## src/addrgen_pkg.sv

```systemverilog
/*
 * addrgen package
 * widths, word step, credit limits and the decode state encoding
 */

package addrgen_pkg;

  // field widths
  localparam int unsigned ADDR_W      = 32;
  localparam int unsigned TRANS_CNT_W = 16;
  localparam int unsigned LOOP_CNT_W  = 10;
  localparam int unsigned STRIDE_W    = 16;
  localparam int unsigned CREDIT_W    = 4;

  typedef logic [ADDR_W-1:0]      addr_t;       // byte address
  typedef logic [TRANS_CNT_W-1:0] trans_cnt_t;  // total transactions
  typedef logic [LOOP_CNT_W-1:0]  loop_cnt_t;   // word/line/feat counters
  typedef logic [STRIDE_W-1:0]    stride_t;     // signed byte stride
  typedef logic [CREDIT_W-1:0]    credit_cnt_t; // memory port credits

  // bytes per word, one address per word
  localparam addr_t WORD_STEP = addr_t'(4);

  // credits held after reset, equals downstream slots
  localparam credit_cnt_t INIT_CREDITS = credit_cnt_t'(4);
  localparam credit_cnt_t MAX_CREDITS  = credit_cnt_t'(15); // counter ceiling

  // decode fsm
  typedef enum logic [1:0] {
    ST_IDLE  = 2'd0, // waiting for start
    ST_RUN   = 2'd1, // walking the loop nest
    ST_DRAIN = 2'd2  // last address on the output, done next
  } run_state_e;

endpackage
```

## src/addrgen_top.sv

```systemverilog
/*
 * addrgen top
 * strided address generator with credit flow control
 */

`timescale 1ns/100ps

module addrgen_top (
  input  logic                    clk_i,
  input  logic                    rst_ni,
  // job config, sampled on start
  input  logic                    start_i,
  input  addrgen_pkg::addr_t      base_addr_i,
  input  addrgen_pkg::trans_cnt_t trans_size_i,
  input  addrgen_pkg::loop_cnt_t  line_length_i,
  input  addrgen_pkg::stride_t    line_stride_i,
  input  addrgen_pkg::loop_cnt_t  feat_length_i,
  input  addrgen_pkg::stride_t    feat_stride_i,
  input  addrgen_pkg::loop_cnt_t  feat_roll_i,
  input  logic                    loop_outer_i,
  // memory port side
  input  logic                    credit_i,
  output addrgen_pkg::addr_t      addr_o,
  output logic                    addr_valid_o,
  output logic                    busy_o,
  output logic                    done_o
);

  addrgen_pkg::addr_t      base_addr;
  addrgen_pkg::trans_cnt_t trans_last;
  addrgen_pkg::loop_cnt_t  word_last, line_last, roll_last;
  addrgen_pkg::stride_t    line_stride, feat_stride;
  addrgen_pkg::addr_t      offset;
  logic                    loop_outer;
  logic                    run, step, last_item, item_done;

  addrgen_cfg_decode i_decode (
    .clk_i, .rst_ni, .start_i, .base_addr_i, .trans_size_i,
    .line_length_i, .feat_length_i, .feat_roll_i,
    .line_stride_i, .feat_stride_i, .loop_outer_i,
    .item_done_i   (item_done),
    .base_addr_o   (base_addr),
    .trans_last_o  (trans_last),
    .word_last_o   (word_last),
    .line_last_o   (line_last),
    .roll_last_o   (roll_last),
    .line_stride_o (line_stride),
    .feat_stride_o (feat_stride),
    .loop_outer_o  (loop_outer),
    .run_o         (run),
    .busy_o,
    .done_o
  );

  addrgen_loop_nest i_loop_nest (
    .clk_i, .rst_ni,
    .step_i        (step),
    .start_i       (start_i && !busy_o), // start ignored mid job
    .word_last_i   (word_last),
    .line_last_i   (line_last),
    .roll_last_i   (roll_last),
    .line_stride_i (line_stride),
    .feat_stride_i (feat_stride),
    .loop_outer_i  (loop_outer),
    .trans_last_i  (trans_last),
    .offset_o      (offset),
    .last_item_o   (last_item)
  );

  addrgen_addr_issue i_issue (
    .clk_i, .rst_ni, .credit_i,
    .run_i         (run),
    .base_addr_i   (base_addr),
    .offset_i      (offset),
    .last_item_i   (last_item),
    .step_o        (step),
    .item_done_o   (item_done),
    .addr_o,
    .addr_valid_o
  );

endmodule

```

## src/addrgen_addr_issue.sv

```systemverilog
/*
 * addrgen address issue
 * credit counter, base plus offset, registered address output
 */

`timescale 1ns/100ps

module addrgen_addr_issue (
  input  logic               clk_i,
  input  logic               rst_ni,
  input  logic               run_i,        // job active
  input  logic               credit_i,     // one credit back per high cycle
  input  addrgen_pkg::addr_t base_addr_i,
  input  addrgen_pkg::addr_t offset_i,
  input  logic               last_item_i,
  output logic               step_o,       // advance the loop nest
  output logic               item_done_o,  // last address taken
  output addrgen_pkg::addr_t addr_o,
  output logic               addr_valid_o
);

  addrgen_pkg::credit_cnt_t credits_q, credits_d;
  addrgen_pkg::addr_t       addr_sum;
  addrgen_pkg::addr_t       addr_q;
  logic                     valid_q;
  logic                     credit_in; // accepted return

  // no credit, no address
  assign step_o      = run_i && (credits_q != '0);
  assign item_done_o = step_o && last_item_i;

  // downstream never overreturns, ceiling just keeps the count sane
  assign credit_in = credit_i && (credits_q != addrgen_pkg::MAX_CREDITS);

  always_comb begin
    credits_d = credits_q;
    case ({credit_in, step_o})
      2'b10:   credits_d = credits_q + addrgen_pkg::credit_cnt_t'(1);
      2'b01:   credits_d = credits_q - addrgen_pkg::credit_cnt_t'(1);
      default: credits_d = credits_q; // none, or one in one out
    endcase
  end

  always_ff @(posedge clk_i or negedge rst_ni) begin
    if (!rst_ni) begin
      credits_q <= addrgen_pkg::INIT_CREDITS; // downstream slots
    end else begin
      credits_q <= credits_d;
    end
  end

  assign addr_sum = base_addr_i + offset_i;

  // address register, held while stalled
  always_ff @(posedge clk_i) begin
    if (step_o) begin
      addr_q <= {addr_sum[addrgen_pkg::ADDR_W-1:2], 2'b00}; // word aligned
    end
  end

  always_ff @(posedge clk_i or negedge rst_ni) begin
    if (!rst_ni) begin
      valid_q <= 1'b0;
    end else begin
      valid_q <= step_o; // one valid per consumed credit
    end
  end

  assign addr_o       = addr_q;
  assign addr_valid_o = valid_q;

endmodule

```

## src/addrgen_loop_nest.sv

```systemverilog
/*
 * addrgen loop nest
 * word, line and feature counters with their byte offset accumulators,
 * plus the overall transaction count
 */

`timescale 1ns/100ps

module addrgen_loop_nest (
  input  logic                    clk_i,
  input  logic                    rst_ni,
  input  logic                    step_i,      // advance one word
  input  logic                    start_i,     // accepted start, clears all
  input  addrgen_pkg::loop_cnt_t  word_last_i,
  input  addrgen_pkg::loop_cnt_t  line_last_i,
  input  addrgen_pkg::loop_cnt_t  roll_last_i,
  input  addrgen_pkg::stride_t    line_stride_i,
  input  addrgen_pkg::stride_t    feat_stride_i,
  input  logic                    loop_outer_i, // 1: outer roll, 0: inner roll
  input  addrgen_pkg::trans_cnt_t trans_last_i,
  output addrgen_pkg::addr_t      offset_o,
  output logic                    last_item_o
);

  // stride to full address width, keeps the sign
  function automatic addrgen_pkg::addr_t sext(input addrgen_pkg::stride_t s);
    sext = addrgen_pkg::addr_t'($signed(s));
  endfunction

  addrgen_pkg::loop_cnt_t  word_cnt_q;
  addrgen_pkg::loop_cnt_t  line_cnt_q;
  addrgen_pkg::loop_cnt_t  roll_cnt_q;
  addrgen_pkg::trans_cnt_t trans_cnt_q;
  addrgen_pkg::addr_t      word_off_q;
  addrgen_pkg::addr_t      line_off_q;
  addrgen_pkg::addr_t      feat_off_q;

  logic word_end; // last word of the line
  logic line_end; // last line of the feature
  logic roll_end; // roll counter about to wrap

  assign word_end    = (word_cnt_q == word_last_i);
  assign line_end    = (line_cnt_q == line_last_i);
  assign roll_end    = (roll_cnt_q >= roll_last_i);
  assign last_item_o = (trans_cnt_q == trans_last_i);

  // word and line loops
  always_ff @(posedge clk_i or negedge rst_ni) begin
    if (!rst_ni) begin
      word_cnt_q <= '0;
      line_cnt_q <= '0;
      word_off_q <= '0;
      line_off_q <= '0;
    end else if (start_i) begin
      word_cnt_q <= '0;
      line_cnt_q <= '0;
      word_off_q <= '0;
      line_off_q <= '0;
    end else if (step_i) begin
      if (!word_end) begin
        word_cnt_q <= word_cnt_q + addrgen_pkg::loop_cnt_t'(1);
        word_off_q <= word_off_q + addrgen_pkg::WORD_STEP;
      end else if (!line_end) begin
        // next line of the same feature
        word_cnt_q <= '0;
        word_off_q <= '0;
        line_cnt_q <= line_cnt_q + addrgen_pkg::loop_cnt_t'(1);
        line_off_q <= line_off_q + sext(line_stride_i);
      end else begin
        word_cnt_q <= '0; // feature done, restart lines
        word_off_q <= '0;
        line_cnt_q <= '0;
        line_off_q <= '0;
      end
    end
  end

  // feature loop and roll
  always_ff @(posedge clk_i or negedge rst_ni) begin
    if (!rst_ni) begin
      roll_cnt_q <= '0;
      feat_off_q <= '0;
    end else if (start_i) begin
      roll_cnt_q <= '0;
      feat_off_q <= '0;
    end else if (step_i && word_end && line_end) begin
      if (loop_outer_i) begin
        // outer: same features repeat, then move on
        if (roll_end) begin
          roll_cnt_q <= '0;
          feat_off_q <= feat_off_q + sext(feat_stride_i);
        end else begin
          roll_cnt_q <= roll_cnt_q + addrgen_pkg::loop_cnt_t'(1);
        end
      end else begin
        // inner: walk roll features, then back to the first
        if (roll_end) begin
          roll_cnt_q <= '0;
          feat_off_q <= '0;
        end else begin
          roll_cnt_q <= roll_cnt_q + addrgen_pkg::loop_cnt_t'(1);
          feat_off_q <= feat_off_q + sext(feat_stride_i);
        end
      end
    end
  end

  // overall transaction count, wraps to zero after the last item
  always_ff @(posedge clk_i or negedge rst_ni) begin
    if (!rst_ni) begin
      trans_cnt_q <= '0;
    end else if (start_i) begin
      trans_cnt_q <= '0;
    end else if (step_i) begin
      trans_cnt_q <= last_item_o ? '0 : trans_cnt_q + addrgen_pkg::trans_cnt_t'(1);
    end
  end

  assign offset_o = feat_off_q + line_off_q + word_off_q; // base added in issue

endmodule

```

## src/addrgen_cfg_decode.sv

```systemverilog
/*
 * addrgen config decode
 * latches the job at start, turns lengths into last indices, runs the job fsm
 */

`timescale 1ns/100ps

module addrgen_cfg_decode (
  input  logic                   clk_i,
  input  logic                   rst_ni,
  input  logic                   start_i,
  input  addrgen_pkg::addr_t     base_addr_i,
  input  addrgen_pkg::trans_cnt_t trans_size_i,
  input  addrgen_pkg::loop_cnt_t line_length_i,
  input  addrgen_pkg::loop_cnt_t feat_length_i,
  input  addrgen_pkg::loop_cnt_t feat_roll_i,
  input  addrgen_pkg::stride_t   line_stride_i,
  input  addrgen_pkg::stride_t   feat_stride_i,
  input  logic                   loop_outer_i,
  input  logic                   item_done_i,   // last address issued
  output addrgen_pkg::addr_t     base_addr_o,
  output addrgen_pkg::trans_cnt_t trans_last_o,
  output addrgen_pkg::loop_cnt_t word_last_o,
  output addrgen_pkg::loop_cnt_t line_last_o,
  output addrgen_pkg::loop_cnt_t roll_last_o,
  output addrgen_pkg::stride_t   line_stride_o,
  output addrgen_pkg::stride_t   feat_stride_o,
  output logic                   loop_outer_o,
  output logic                   run_o,
  output logic                   busy_o,
  output logic                   done_o
);

  addrgen_pkg::run_state_e state_q, state_d;
  logic                    done_q;
  logic                    start_ok; // start seen while idle

  assign start_ok = start_i && (state_q == addrgen_pkg::ST_IDLE);

  always_comb begin
    state_d = state_q;
    case (state_q)
      addrgen_pkg::ST_IDLE: begin
        // empty job skips straight to drain, no addresses
        if (start_i) state_d = (trans_size_i == '0) ? addrgen_pkg::ST_DRAIN : addrgen_pkg::ST_RUN;
      end
      addrgen_pkg::ST_RUN:   if (item_done_i) state_d = addrgen_pkg::ST_DRAIN;
      addrgen_pkg::ST_DRAIN: state_d = addrgen_pkg::ST_IDLE; // final addr on the port
      default:               state_d = addrgen_pkg::ST_IDLE;
    endcase
  end

  always_ff @(posedge clk_i or negedge rst_ni) begin
    if (!rst_ni) begin
      state_q <= addrgen_pkg::ST_IDLE;
      done_q  <= 1'b0;
    end else begin
      state_q <= state_d;
      done_q  <= (state_q == addrgen_pkg::ST_DRAIN); // one cycle, busy falls with it
    end
  end

  // job config, low two address bits dropped here
  always_ff @(posedge clk_i) begin
    if (start_ok) begin
      base_addr_o   <= {base_addr_i[addrgen_pkg::ADDR_W-1:2], 2'b00};
      line_stride_o <= {line_stride_i[addrgen_pkg::STRIDE_W-1:2], 2'b00};
      feat_stride_o <= {feat_stride_i[addrgen_pkg::STRIDE_W-1:2], 2'b00};
      loop_outer_o  <= loop_outer_i;
      trans_last_o  <= trans_size_i - addrgen_pkg::trans_cnt_t'(1);
      word_last_o   <= line_length_i - addrgen_pkg::loop_cnt_t'(1);
      line_last_o   <= feat_length_i - addrgen_pkg::loop_cnt_t'(1);
      // roll of 0 or 1 means no repeat
      roll_last_o   <= (feat_roll_i > addrgen_pkg::loop_cnt_t'(1)) ?
                       feat_roll_i - addrgen_pkg::loop_cnt_t'(1) : '0;
    end
  end

  assign run_o  = (state_q == addrgen_pkg::ST_RUN);
  assign busy_o = (state_q != addrgen_pkg::ST_IDLE);
  assign done_o = done_q;

endmodule

```

## config.mk

```make
export PLATFORM = sky130hd
export DESIGN_NAME = addrgen_top
export DESIGN_NICKNAME = d
export VERILOG_FILES = /design/src/addrgen_pkg.sv /design/src/addrgen_top.sv /design/src/addrgen_addr_issue.sv /design/src/addrgen_loop_nest.sv /design/src/addrgen_cfg_decode.sv
export SDC_FILE = /design/constraint.sdc
export NUM_CORES = 1
export LEC_CHECK = 0
export ABC_AREA = 1
export BUFFER_PORTS_ARGS = -buffer_cell sky130_fd_sc_hd__buf_2
export CORE_ASPECT_RATIO = 0.5
export CORE_MARGIN = 4
export CORE_UTILIZATION = 35
export CTS_CLUSTER_DIAMETER = 30
export DETAILED_ROUTE_END_ITERATION = 7
export GPL_ROUTABILITY_DRIVEN = 0
export HOLD_SLACK_MARGIN = 0.06
export PLACE_DENSITY = 0.52
export SYNTH_ARGS = -nofsm -noshare
export SYNTH_HDL_FRONTEND = slang
export SYNTH_SLANG_ARGS = --single-unit
```

## constraint.sdc

```tcl
create_clock -name clk_i -period 9.9 [get_ports clk_i]
set_clock_uncertainty 0.15 [all_clocks]
set_input_delay 0.99 -clock clk_i [delete_from_list [all_inputs] [get_ports clk_i]]
set_output_delay 0.99 -clock clk_i [all_outputs]
set_load 0.02 [all_outputs]
```

==> results.yml, run 1 <==
status:
  outcome: "finished clean"
finish:
  fillCellCount: 5824
  syn_to_final_growth_pct: 17.9
  num_antenna_cells: 0
  final_net_count: 3074
  drive_gt1_share_pct: 11.5
  finalNonFillerCells: 3607
  multi_input_area_sq_um: 10700
  fin_util_pct: 41.7
  regArea_sq_um: 7660
yosys:
  ys_top_cells_by_area: "edfxtp_1 (20%), dfrtp_1 (18%), nand2_1 (13%), inv_1 (8.5%), ha_1 (6.7%)"
  synth_top_cell_area_share_pct: 20.0
  syn_area_per_cell_sq_um: 7.78
  yosys_warnings: 0
  synthArstFlopShare_pct: 51.6
  ys_top_cells_by_count: "nand2_1 (696), inv_1 (459), nor2_1 (249), dfrtp_1 (143), nand3_1 (140)"
  synth-seq-area-share_pct: 37.8
  ys_types: 52
  yosysTopAreaCell: "edfxtp_1"
  yosysMostFrequentCell: "nand2_1"
  ys_seq_elements: 279
  synthesis.area_sq_um: 20300
  synth_cells: 2604
  synth-edff-count: 135
  synth_ff_type: "dfrtp_1"
sta:
  setup_tns_ns: 0
  setup_violations: 0
  slew_headroom_pct: 37.5
  holdWs_ns: 0.299
  worst_pin_slew_ns: 0.938
  finalCritPeriodShare_pct: 38.3
  slew_viol_final: 0
  grt_setup_unrepaired: "false"
  min_period_ns: 3.79
  timing.fmax_ghz: 0.264
  hold_viol: 0
cts:
  cts_buffers: 59
  insertion_delay_ns: 0.60
  cts.sinks: 279
  hold_buffers: 0
  cts_tree: "yes"
  htreeDepth: 2
  path_clk_slew_ns: 0.05
  cts-resized-gates: 0
  cts_setup_buffers: 0
  cts_max_path_buffers: 3
  clockRootBuffer: "clkbuf_16"
drt:
  ant_nets: 0
  firstDrtPassIters: 8
  vias: 17124
  drc_errors: 0
  finalWirelength_um: 56400
  vias_per_cell: 4.75
  wire_per_inst_um: 15.6
  drt_iter0_drc: 1187
die:
  die_w_um: 348
  design.core.area_sq_um: 57300
  die_h_um: 178
  start_util_pct: 35.3
  die_area_sq_um: 62000
  pin_count: 150
  row_count: 62
power_and_ir_drop:
  switching_share_pct: 39.7
  p_seq_share_pct: 28.7
  p_switching_w: 0.00234
  power_density_nw_per_um2: 247
  combPwrFrac_pct: 36.9
  p_int_w: 0.00355
  p_leak_nw: 11.5
  p_clk_share_pct: 34.4
  vdd_drop_max_mv: 0.146
global_routing:
  grt_overflow: 0
  grt_pass1_wl_um: 89500
  grt_pass1_vias: 16797
  grt_max_degree: 85
  antenna_found_initial: 0
  grtUsageTotal_pct: 18.2
setup_path:
  startpoint_type: "flop"
  cp_max_fo: 5
  endpoint_kind: "flop"
  critPathRequiredTime_ns: 10.10
  cp_data_arrival_time_ns: 3.99
  crit_type: "flop to flop"
job:
  cap_violations: 0
placed_design:
  dp.cells: 3495
  hpwl_um: 44300
  numPortBuffers: 141
hold_path:
  hold_class: "flop to flop"
[flip-flops by register name, summed over array words and instances, names as in the netlist, 14 cells and up]
signal	count
i_decode.base_addr_o	30
i_decode.trans_last_o	16
i_issue.addr_o	30
i_loop_nest.word_off_q	30
i_decode.feat_stride_o	14
i_loop_nest.trans_cnt_q	16
i_loop_nest.line_off_q	30
i_decode.line_stride_o	14
i_loop_nest.feat_off_q	30
[cell type report]
class,instances,area share [%]
clock inverters,43,1.97
inverters,467,7.35
multi-input cells,1834,44.7
flip-flops and latches,279,32.1
well taps,768,4.02
repair buffers,147,3.17
clock buffers,69,6.72
[metrics by stage]
| stage | power, W | area (sq um) | setup slack (ns) |
|---|---|---|---|
| finish | 0.00589 | 23900 | 6.11 |
| global route | 0.00631 | 23900 | 5.80 |
| CTS | 0.00596 | 23900 | 6.06 |
| detailed placement | 0.00389 | 21800 | 5.81 |
| global placement | 0.00387 | 21800 | 5.86 |
| floorplan | 0.00321 | 20300 | 5.52 |
[logic make-up (layout without fill, tap and decap cells)]
logic type,after synthesis,count (layout),synth area share [%]
AOI/OAI and AO/OA,283,283,8.00
xor gates and xnor gates,135,135,5.84
other,2,4,0.0371
buffers and inverters,493,726,9.50
DFF,279,279,37.8
and+or+nand+nor,1241,1241,26.0
adders and majority gates,171,171,12.9
[path summary, 6_finish.rpt]
check,start,endpoint,slack (ns),cells past startpoint
max,i_loop_nest.line_off_q[7]$_DFFE_PN0P_,i_issue.addr_o[26]$_DFFE_PP_,6.11,12
min,i_decode.state_q[0]$_DFFE_PN0P_,i_decode.done_o$_DFF_PN0_,0.30,1
max reg2reg,i_loop_nest.line_off_q[7]$_DFFE_PN0P_,i_issue.addr_o[26]$_DFFE_PP_,6.11,12
min reg2reg,i_decode.state_q[0]$_DFFE_PN0P_,i_decode.done_o$_DFF_PN0_,0.30,1
max in group asynchronous,rst_ni,i_loop_nest.word_off_q[30]$_DFFE_PN0P_,7.84,2
min in group asynchronous,rst_ni,i_loop_nest.line_off_q[28]$_DFFE_PN0P_,0.33,1
[critical path: stages, from the launching register on]
cell and delay, ns:
dfrtp_1 0.40, inv_1 0.17, fa_1 0.45, inv_1 0.09, fa_1 0.46, ha_1 0.40
a21oi_1 0.26, a21boi_0 0.58, o21ai_0 0.28, nand2_1 0.14, nand3_1 0.07, nand2_1 0.06
nand2_1 0.04
[power groups by stage]
stage	Combinational (W)	Clock [W]	Sequential, W
after global routing	0.00246	0.00213	0.00172
final	0.00218	0.00203	0.00169
after CTS	0.00219	0.00208	0.00170
after detailed placement	0.00218	0	0.00171
after floorplan	0.00145	0	0.00176
after global placement	0.00216	0	0.00171
[layer usage]
layer | GRT usage [%] | routed length, um | vias to the layer above
li1 | - | - | 8721
met1 | 26.1 | 28000 | 7961
met2 | 28.6 | 24200 | 364
met3 | 3.15 | 2920 | 78
met4 | 4.73 | 1280 | 0
met5 | 0 | 0 | -
[cells in the final DEF (no fill, tap or decap), drive strengths merged, types with 2 or more instances in the layout]
cell      count
clkbuf       69
or2           4
o31ai         5
conb          4
o21bai        9
clkinv       14
nor2        262
a21oi       112
nand3b        5
a22oi         4
a31oi         5
o21a          3
o21ai       113
bufinv        5
nor3         62
fa           62
a21boi        3
dfrtp       143
ha          109
buf         147
a211oi        7
nor3b         2
a21o          8
clkinvlp      9
nand2       709
nand3       143
edfxtp      135
inv         482
nand4        44
xnor2        55
and2          3
xor2         80
or3           3
nor4          3
o22ai        12
No activity file was read; power rests on OpenSTA's default activity.
==> run 2: changes to the inputs <==
- PLACE_DENSITY: 0.52 -> 0.54
- clock period: 9.9 -> 3.4 ns (I/O delays scaled with it)
==> run 2 against run 1 <==
Against the previous run:
- fmax grew 15%
- first-iteration DRC count shrank 6.3%
- sequential share of layout area shrank 2.7 points
- die area is the same
- via count grew 5.0%
- clock-buffer cell count grew 2
- largest power group unchanged
- combinational power grew to 3.4 times the previous value
- cell area grew 9.3%
- sequential power grew to 2.9 times the previous value
- core utilization grew 3.9 points
==> results.yml, run 2 (synthesis gave the netlist of run 1 again) <==
cts:
  cts_max_path_buffers: 3
  cts_buffers: 60
  path_clk_slew_ns: 0.05
  clockRootBuffer: "clkbuf_16"
  insertion_delay_ns: 0.62
  cts.sinks: 279
  htreeDepth: 2
  cts_tree: "yes"
setup_path:
  startpoint_type: "flop"
  endpoint_kind: "flop"
  cp_max_fo: 4
  critPathRequiredTime_ns: 3.58
  rr_worst_depth: 14
  crit_type: "flop to flop"
  cp_data_arrival_time_ns: 3.47
hold_path:
  holdPathStages: 4
  hold_class: "primary input to flop"
finish:
  syn_to_final_growth_pct: 28.8
  final_net_count: 3267
  final_cell_mix: "nand2_1 (693), inv_1 (440), nor2_1 (246), dfrtp_1 (143), buf_2 (140)"
  drive_gt1_share_pct: 15.0
  num_antenna_cells: 0
  fin_area_sq_um: 26100
  layout_commonest_cell: "nand2_1"
drt:
  finalWirelength_um: 59100
  wire_per_inst_um: 15.6
  vias: 17972
  drt_iter0_drc: 1112
  vias_per_cell: 4.73
  drc_errors: 0
  ant_nets: 0
  firstDrtPassIters: 5
die:
  start_util_pct: 35.3
  row_count: 62
  die_w_um: 348
  die_area_sq_um: 62000
  design.core.area_sq_um: 57300
  pin_count: 150
  die_h_um: 178
global_routing:
  grt_pass1_vias: 17854
  grt_max_degree: 61
  grt_overflow: 0
  antenna_found_initial: 0
  grtUsageTotal_pct: 19.0
  grt_pass1_wl_um: 94000
placed_design:
  placed_area_sq_um: 22200
  hpwl_um: 46100
  place_ws_ns: -0.172
  numPortBuffers: 141
sta:
  worst_pin_slew_ns: 0.762
  hold_viol: 0
  finalCritPeriodShare_pct: 96.7
  min_period_ns: 3.29
  timing.fmax_ghz: 0.304
  setup_violations: 0
  setup_slack_ns: 0.114
  slew_headroom_pct: 49.2
  slew_viol_final: 0
power_and_ir_drop:
  p_int_w: 0.0113
  power_density_nw_per_um2: 708
  combPwrFrac_pct: 39.5
  p_clk_share_pct: 33.8
  switching_share_pct: 38.7
  p_switching_w: 0.00715
  p_seq_share_pct: 26.7
  vdd_drop_max_mv: 0.421
  p_leak_nw: 12.5
status:
  outcome: "finished clean"
job:
  cap_violations: 0
-- run 2: cell count changes in the layout (fill, tap and decap cells not counted), moves of 13 or more --
cell | before | now
a21oi_1 | 112 | 99
ha_1 | 109 | 92
buf_4 | 6 | 65
dlygate4sd3_1 | 0 | 132
inv_1 | 458 | 440
inv_2 | 8 | 26
-- run 2: path summary, 6_finish.rpt --
kind                            slack (ns)                             startpoint                                     end
min in group asynchronous             0.13                                 rst_ni  i_loop_nest.line_off_q[28]$_DFFE_PN0P_
worst max-delay path                  0.11  i_loop_nest.line_off_q[6]$_DFFE_PN0P_            i_issue.addr_o[25]$_DFFE_PP_
worst max register to register        0.11  i_loop_nest.line_off_q[6]$_DFFE_PN0P_            i_issue.addr_o[25]$_DFFE_PP_
worst min-delay path                  0.09                         feat_roll_i[1]   i_decode.roll_last_o[1]$_SDFFCE_PP0P_
max in group asynchronous             2.08                                 rst_ni  i_loop_nest.trans_cnt_q[2]$_DFFE_PN0P_
worst min register to register        0.29        i_decode.state_q[0]$_DFFE_PN0P_               i_decode.done_o$_DFF_PN0_
-- run 2: metrics by stage --
step           util, %  cells  hold WS, ns  power (W)  setup TNS, ns
2_1_floorplan        -   2606       -0.106    0.00934              0
3_3_place_gp      38.8   3549        0.196     0.0116         -0.907
3_5_place_dp      38.8   3549        0.194     0.0117         -0.971
6_report          45.5   3801       0.0947     0.0185              0
5_1_grt           45.5   3801        0.119     0.0198        -0.0489
4_1_cts           45.0   3795       0.0608     0.0182              0
-- run 2: layout make-up --
type                       instances  area [sq um]
inverter                         467          1760
tap                              768           961
fill                            5670         31200
clock inverter                    43           588
clock buffer                      71          1620
multi-input combinational       1834         11000
sequential                       279          7660
timing repair buffer             339          2540
-- run 2: power by group through the flow --
stage / combinational, W / clock (W) / sequential [W]
after global routing: 0.00820 / 0.00656 / 0.00502
after global placement: 0.00664 / 0 / 0.00500
final: 0.00731 / 0.00625 / 0.00494
after CTS: 0.00688 / 0.00638 / 0.00495
after floorplan: 0.00423 / 0 / 0.00511
after detailed placement: 0.00670 / 0 / 0.00500
-- run 2: metal layers --
layer	vias to the layer above	track usage (%)	share of wire [%]
li1	9076	-	-
met1	8386	26.1	47
met2	422	31.3	45
met3	88	3.28	5.3
met4	0	5.14	2.5
met5	-	0	0
-- run 2: timing repair --
| item | CTS | global route |
|---|---|---|
| endpoints found under the setup margin | 11 | 20 |
| hold endpoints to repair | 198 | 0 |
| gates resized for setup | 5 | 77 |
| pin swaps | 0 | 16 |
| setup buffers | 0 | 6 |
| hold buffers | 132 | 0 |
-- run 2: critical path: stages (launching register included) --
cell	delay, ns
dfrtp_1	0.38
inv_1	0.11
fa_1	0.43
inv_1	0.14
fa_1	0.45
ha_1	0.30
buf_4	0.16
a21oi_4	0.13
nor2_1	0.06
nor2_1	0.09
nand2_1	0.10
buf_4	0.15
nand4_1	0.07
nand3_1	0.12
xor2_1	0.17
==> run 3: changes to the inputs <==
- CELL_PAD_IN_SITES_DETAIL_PLACEMENT: unset -> 0
- CELL_PAD_IN_SITES_GLOBAL_PLACEMENT: unset -> 1
- PLACE_DENSITY: 0.54 -> 0.68
==> run 3 against run 2 <==
Against the previous run:
- flip-flop and latch count unchanged
- global-route usage increased by 0.59 points
- combinational power decreased by 2%
- setup slack improved by 0.019 ns
- sequential power about the same
- critical path type unchanged
- critical endpoint is now i_issue.addr_o[30]$_DFFE_PP_
- highest routed layer unchanged
==> results.yml, run 3 (synthesis gave the netlist of run 1 again) <==
sta:
  slew_headroom_pct: 33.7
  min_period_ns: 3.27
  holdWs_ns: 0.0933
  timing.fmax_ghz: 0.306
  worst_pin_slew_ns: 0.994
  setup_violations: 0
  hold_viol: 0
  slew_viol_final: 0
  finalCritPeriodShare_pct: 96.1
  setup_tns_ns: 0
global_routing:
  grtUsageTotal_pct: 19.6
  grt_pass1_vias: 17722
  antenna_found_initial: 0
  grt_pass1_wl_um: 95500
  grt_max_degree: 86
  grt_overflow: 0
die:
  row_count: 62
  die_area_sq_um: 62000
  pin_count: 150
  start_util_pct: 35.3
  design.core.area_sq_um: 57300
  die_h_um: 178
  die_w_um: 348
drt:
  finalWirelength_um: 60100
  firstDrtPassIters: 5
  vias_per_cell: 4.68
  ant_nets: 0
  drc_errors: 0
  drt_iter0_drc: 1156
  wire_per_inst_um: 15.8
  vias: 17786
setup_path:
  rr_worst_depth: 13
  crit_slowest_cell: "fa_1"
  cp_max_fo: 3
  cp_data_arrival_time_ns: 3.45
  cp_num_cells: 13
  endpoint_kind: "flop"
  crit_type: "flop to flop"
  regToRegStartpoint: "i_decode.base_addr_o[21]$_DFFE_PP_"
  critPathTopFamily: "adder cells"
  crit_path_frequent_cell: "nand2_1"
  cp_cell_sequence: "inv_1, fa_1, fa_1, inv_1, ha_1, a21oi_1, o21ai_0, nor2_1, nand3_2, nand2_1, nand2_1, nand2_1, nand2_1"
  crit_buf_inv: 2
  startpoint_type: "flop"
  cpPeakStageDelay_ns: 0.53
  critPathRequiredTime_ns: 3.58
  startpoint: "i_decode.base_addr_o[21]$_DFFE_PP_"
finish:
  final_net_count: 3266
  fin_area_sq_um: 26100
  drive_gt1_share_pct: 15.0
  finalNonFillerCells: 3800
  syn_to_final_growth_pct: 28.7
  layout_commonest_cell: "nand2_1"
  final_cell_mix: "nand2_1 (693), inv_1 (443), nor2_1 (244), dfrtp_1 (141), buf_2 (140)"
  num_antenna_cells: 0
power_and_ir_drop:
  vdd_drop_max_mv: 0.308
  p_leak_nw: 12.4
  totalPowerFinal_w: 0.0185
  power_density_nw_per_um2: 708
job:
  cap_violations: 0
cts:
  insertion_delay_ns: 0.60
  htreeDepth: 3
  path_clk_slew_ns: 0.05
  cts_tree: "yes"
  cts.sinks: 279
  cts_max_path_buffers: 3
  cts_buffers: 66
  clockRootBuffer: "clkbuf_16"
hold_path:
  hold_start: "feat_length_i[1]"
  hold_class: "primary input to flop"
  holdPathStages: 4
status:
  outcome: "finished clean"
placed_design:
  dp.cells: 3548
  placed_area_sq_um: 22200
  hpwl_um: 46700
  numPortBuffers: 141
[run 3: final timing paths]
check | slack [ns] | end
setup reg to reg | 0.13 | i_issue.addr_o[30]$_DFFE_PP_
min in group asynchronous | 0.23 | i_loop_nest.line_off_q[19]$_DFFE_PN0P_
setup / recovery | 0.13 | i_issue.addr_o[30]$_DFFE_PP_
hold reg to reg | 0.31 | i_decode.done_o$_DFF_PN0_
max in group asynchronous | 2.01 | i_loop_nest.roll_cnt_q[0]$_DFFE_PN0P_
hold / removal | 0.09 | i_decode.line_last_o[1]$_DFFE_PP_
[run 3: where the power goes]
| group | internal [W] | total [W] | switching (W) |
|---|---|---|---|
| sequential | 0.00448 | 0.00495 | 0.000471 |
| combinational | 0.00266 | 0.00717 | 0.00450 |
| clock | 0.00414 | 0.00634 | 0.00220 |
| total | 0.0113 | 0.0185 | 0.00718 |
[run 3: worst register-to-register path, stage by stage, from the launching register on]
cell and delay [ns]:
edfxtp_1 0.35, inv_1 0.13, fa_1 0.47, fa_1 0.53, inv_1 0.05, ha_1 0.33, a21oi_1 0.26, o21ai_0 0.21
nor2_1 0.16, nand3_2 0.12, nand2_1 0.10, nand2_1 0.05, nand2_1 0.05, nand2_1 0.04
[run 3: layout make-up]
| cell class | instances | area, sq um |
|---|---|---|
| repair buffers | 332 | 2480 |
| inverters | 467 | 1760 |
| fillers | 5735 | 31300 |
| multi-input cells | 1834 | 11000 |
| clock buffers | 66 | 1650 |
| clock inverters | 54 | 574 |
| well taps | 768 | 961 |
| flip-flops and latches | 279 | 7660 |
[run 3: per-stage QoR]
step | utilization, % | worst slack (ns)
2_1_floorplan | - | 0.214
3_3_place_gp | 38.8 | -0.130
3_5_place_dp | 38.8 | -0.161
4_1_cts | 44.9 | 0.00560
5_1_grt | 45.5 | -0.0198
6_report | 45.5 | 0.133
[run 3: metal layers]
layer / GRT usage, % / wire length [um] / up-vias
met1: 27.3 / 28900 / 8239
met4: 5.07 / 1190 / 0
li1: - / - / 9093
met5: 0 / 0 / -
met3: 3.33 / 3070 / 85
met2: 31.9 / 26900 / 369
[run 3: what timing repair did]
action                                  in CTS  in global routing
gates resized for setup                      4                 76
hold buffers                               128                  0
setup buffers                                0                  4
gates cloned                                 0                  0
endpoints found under the setup margin       8                 18
pin swaps                                    0                  8
hold endpoints to repair                   187                  0
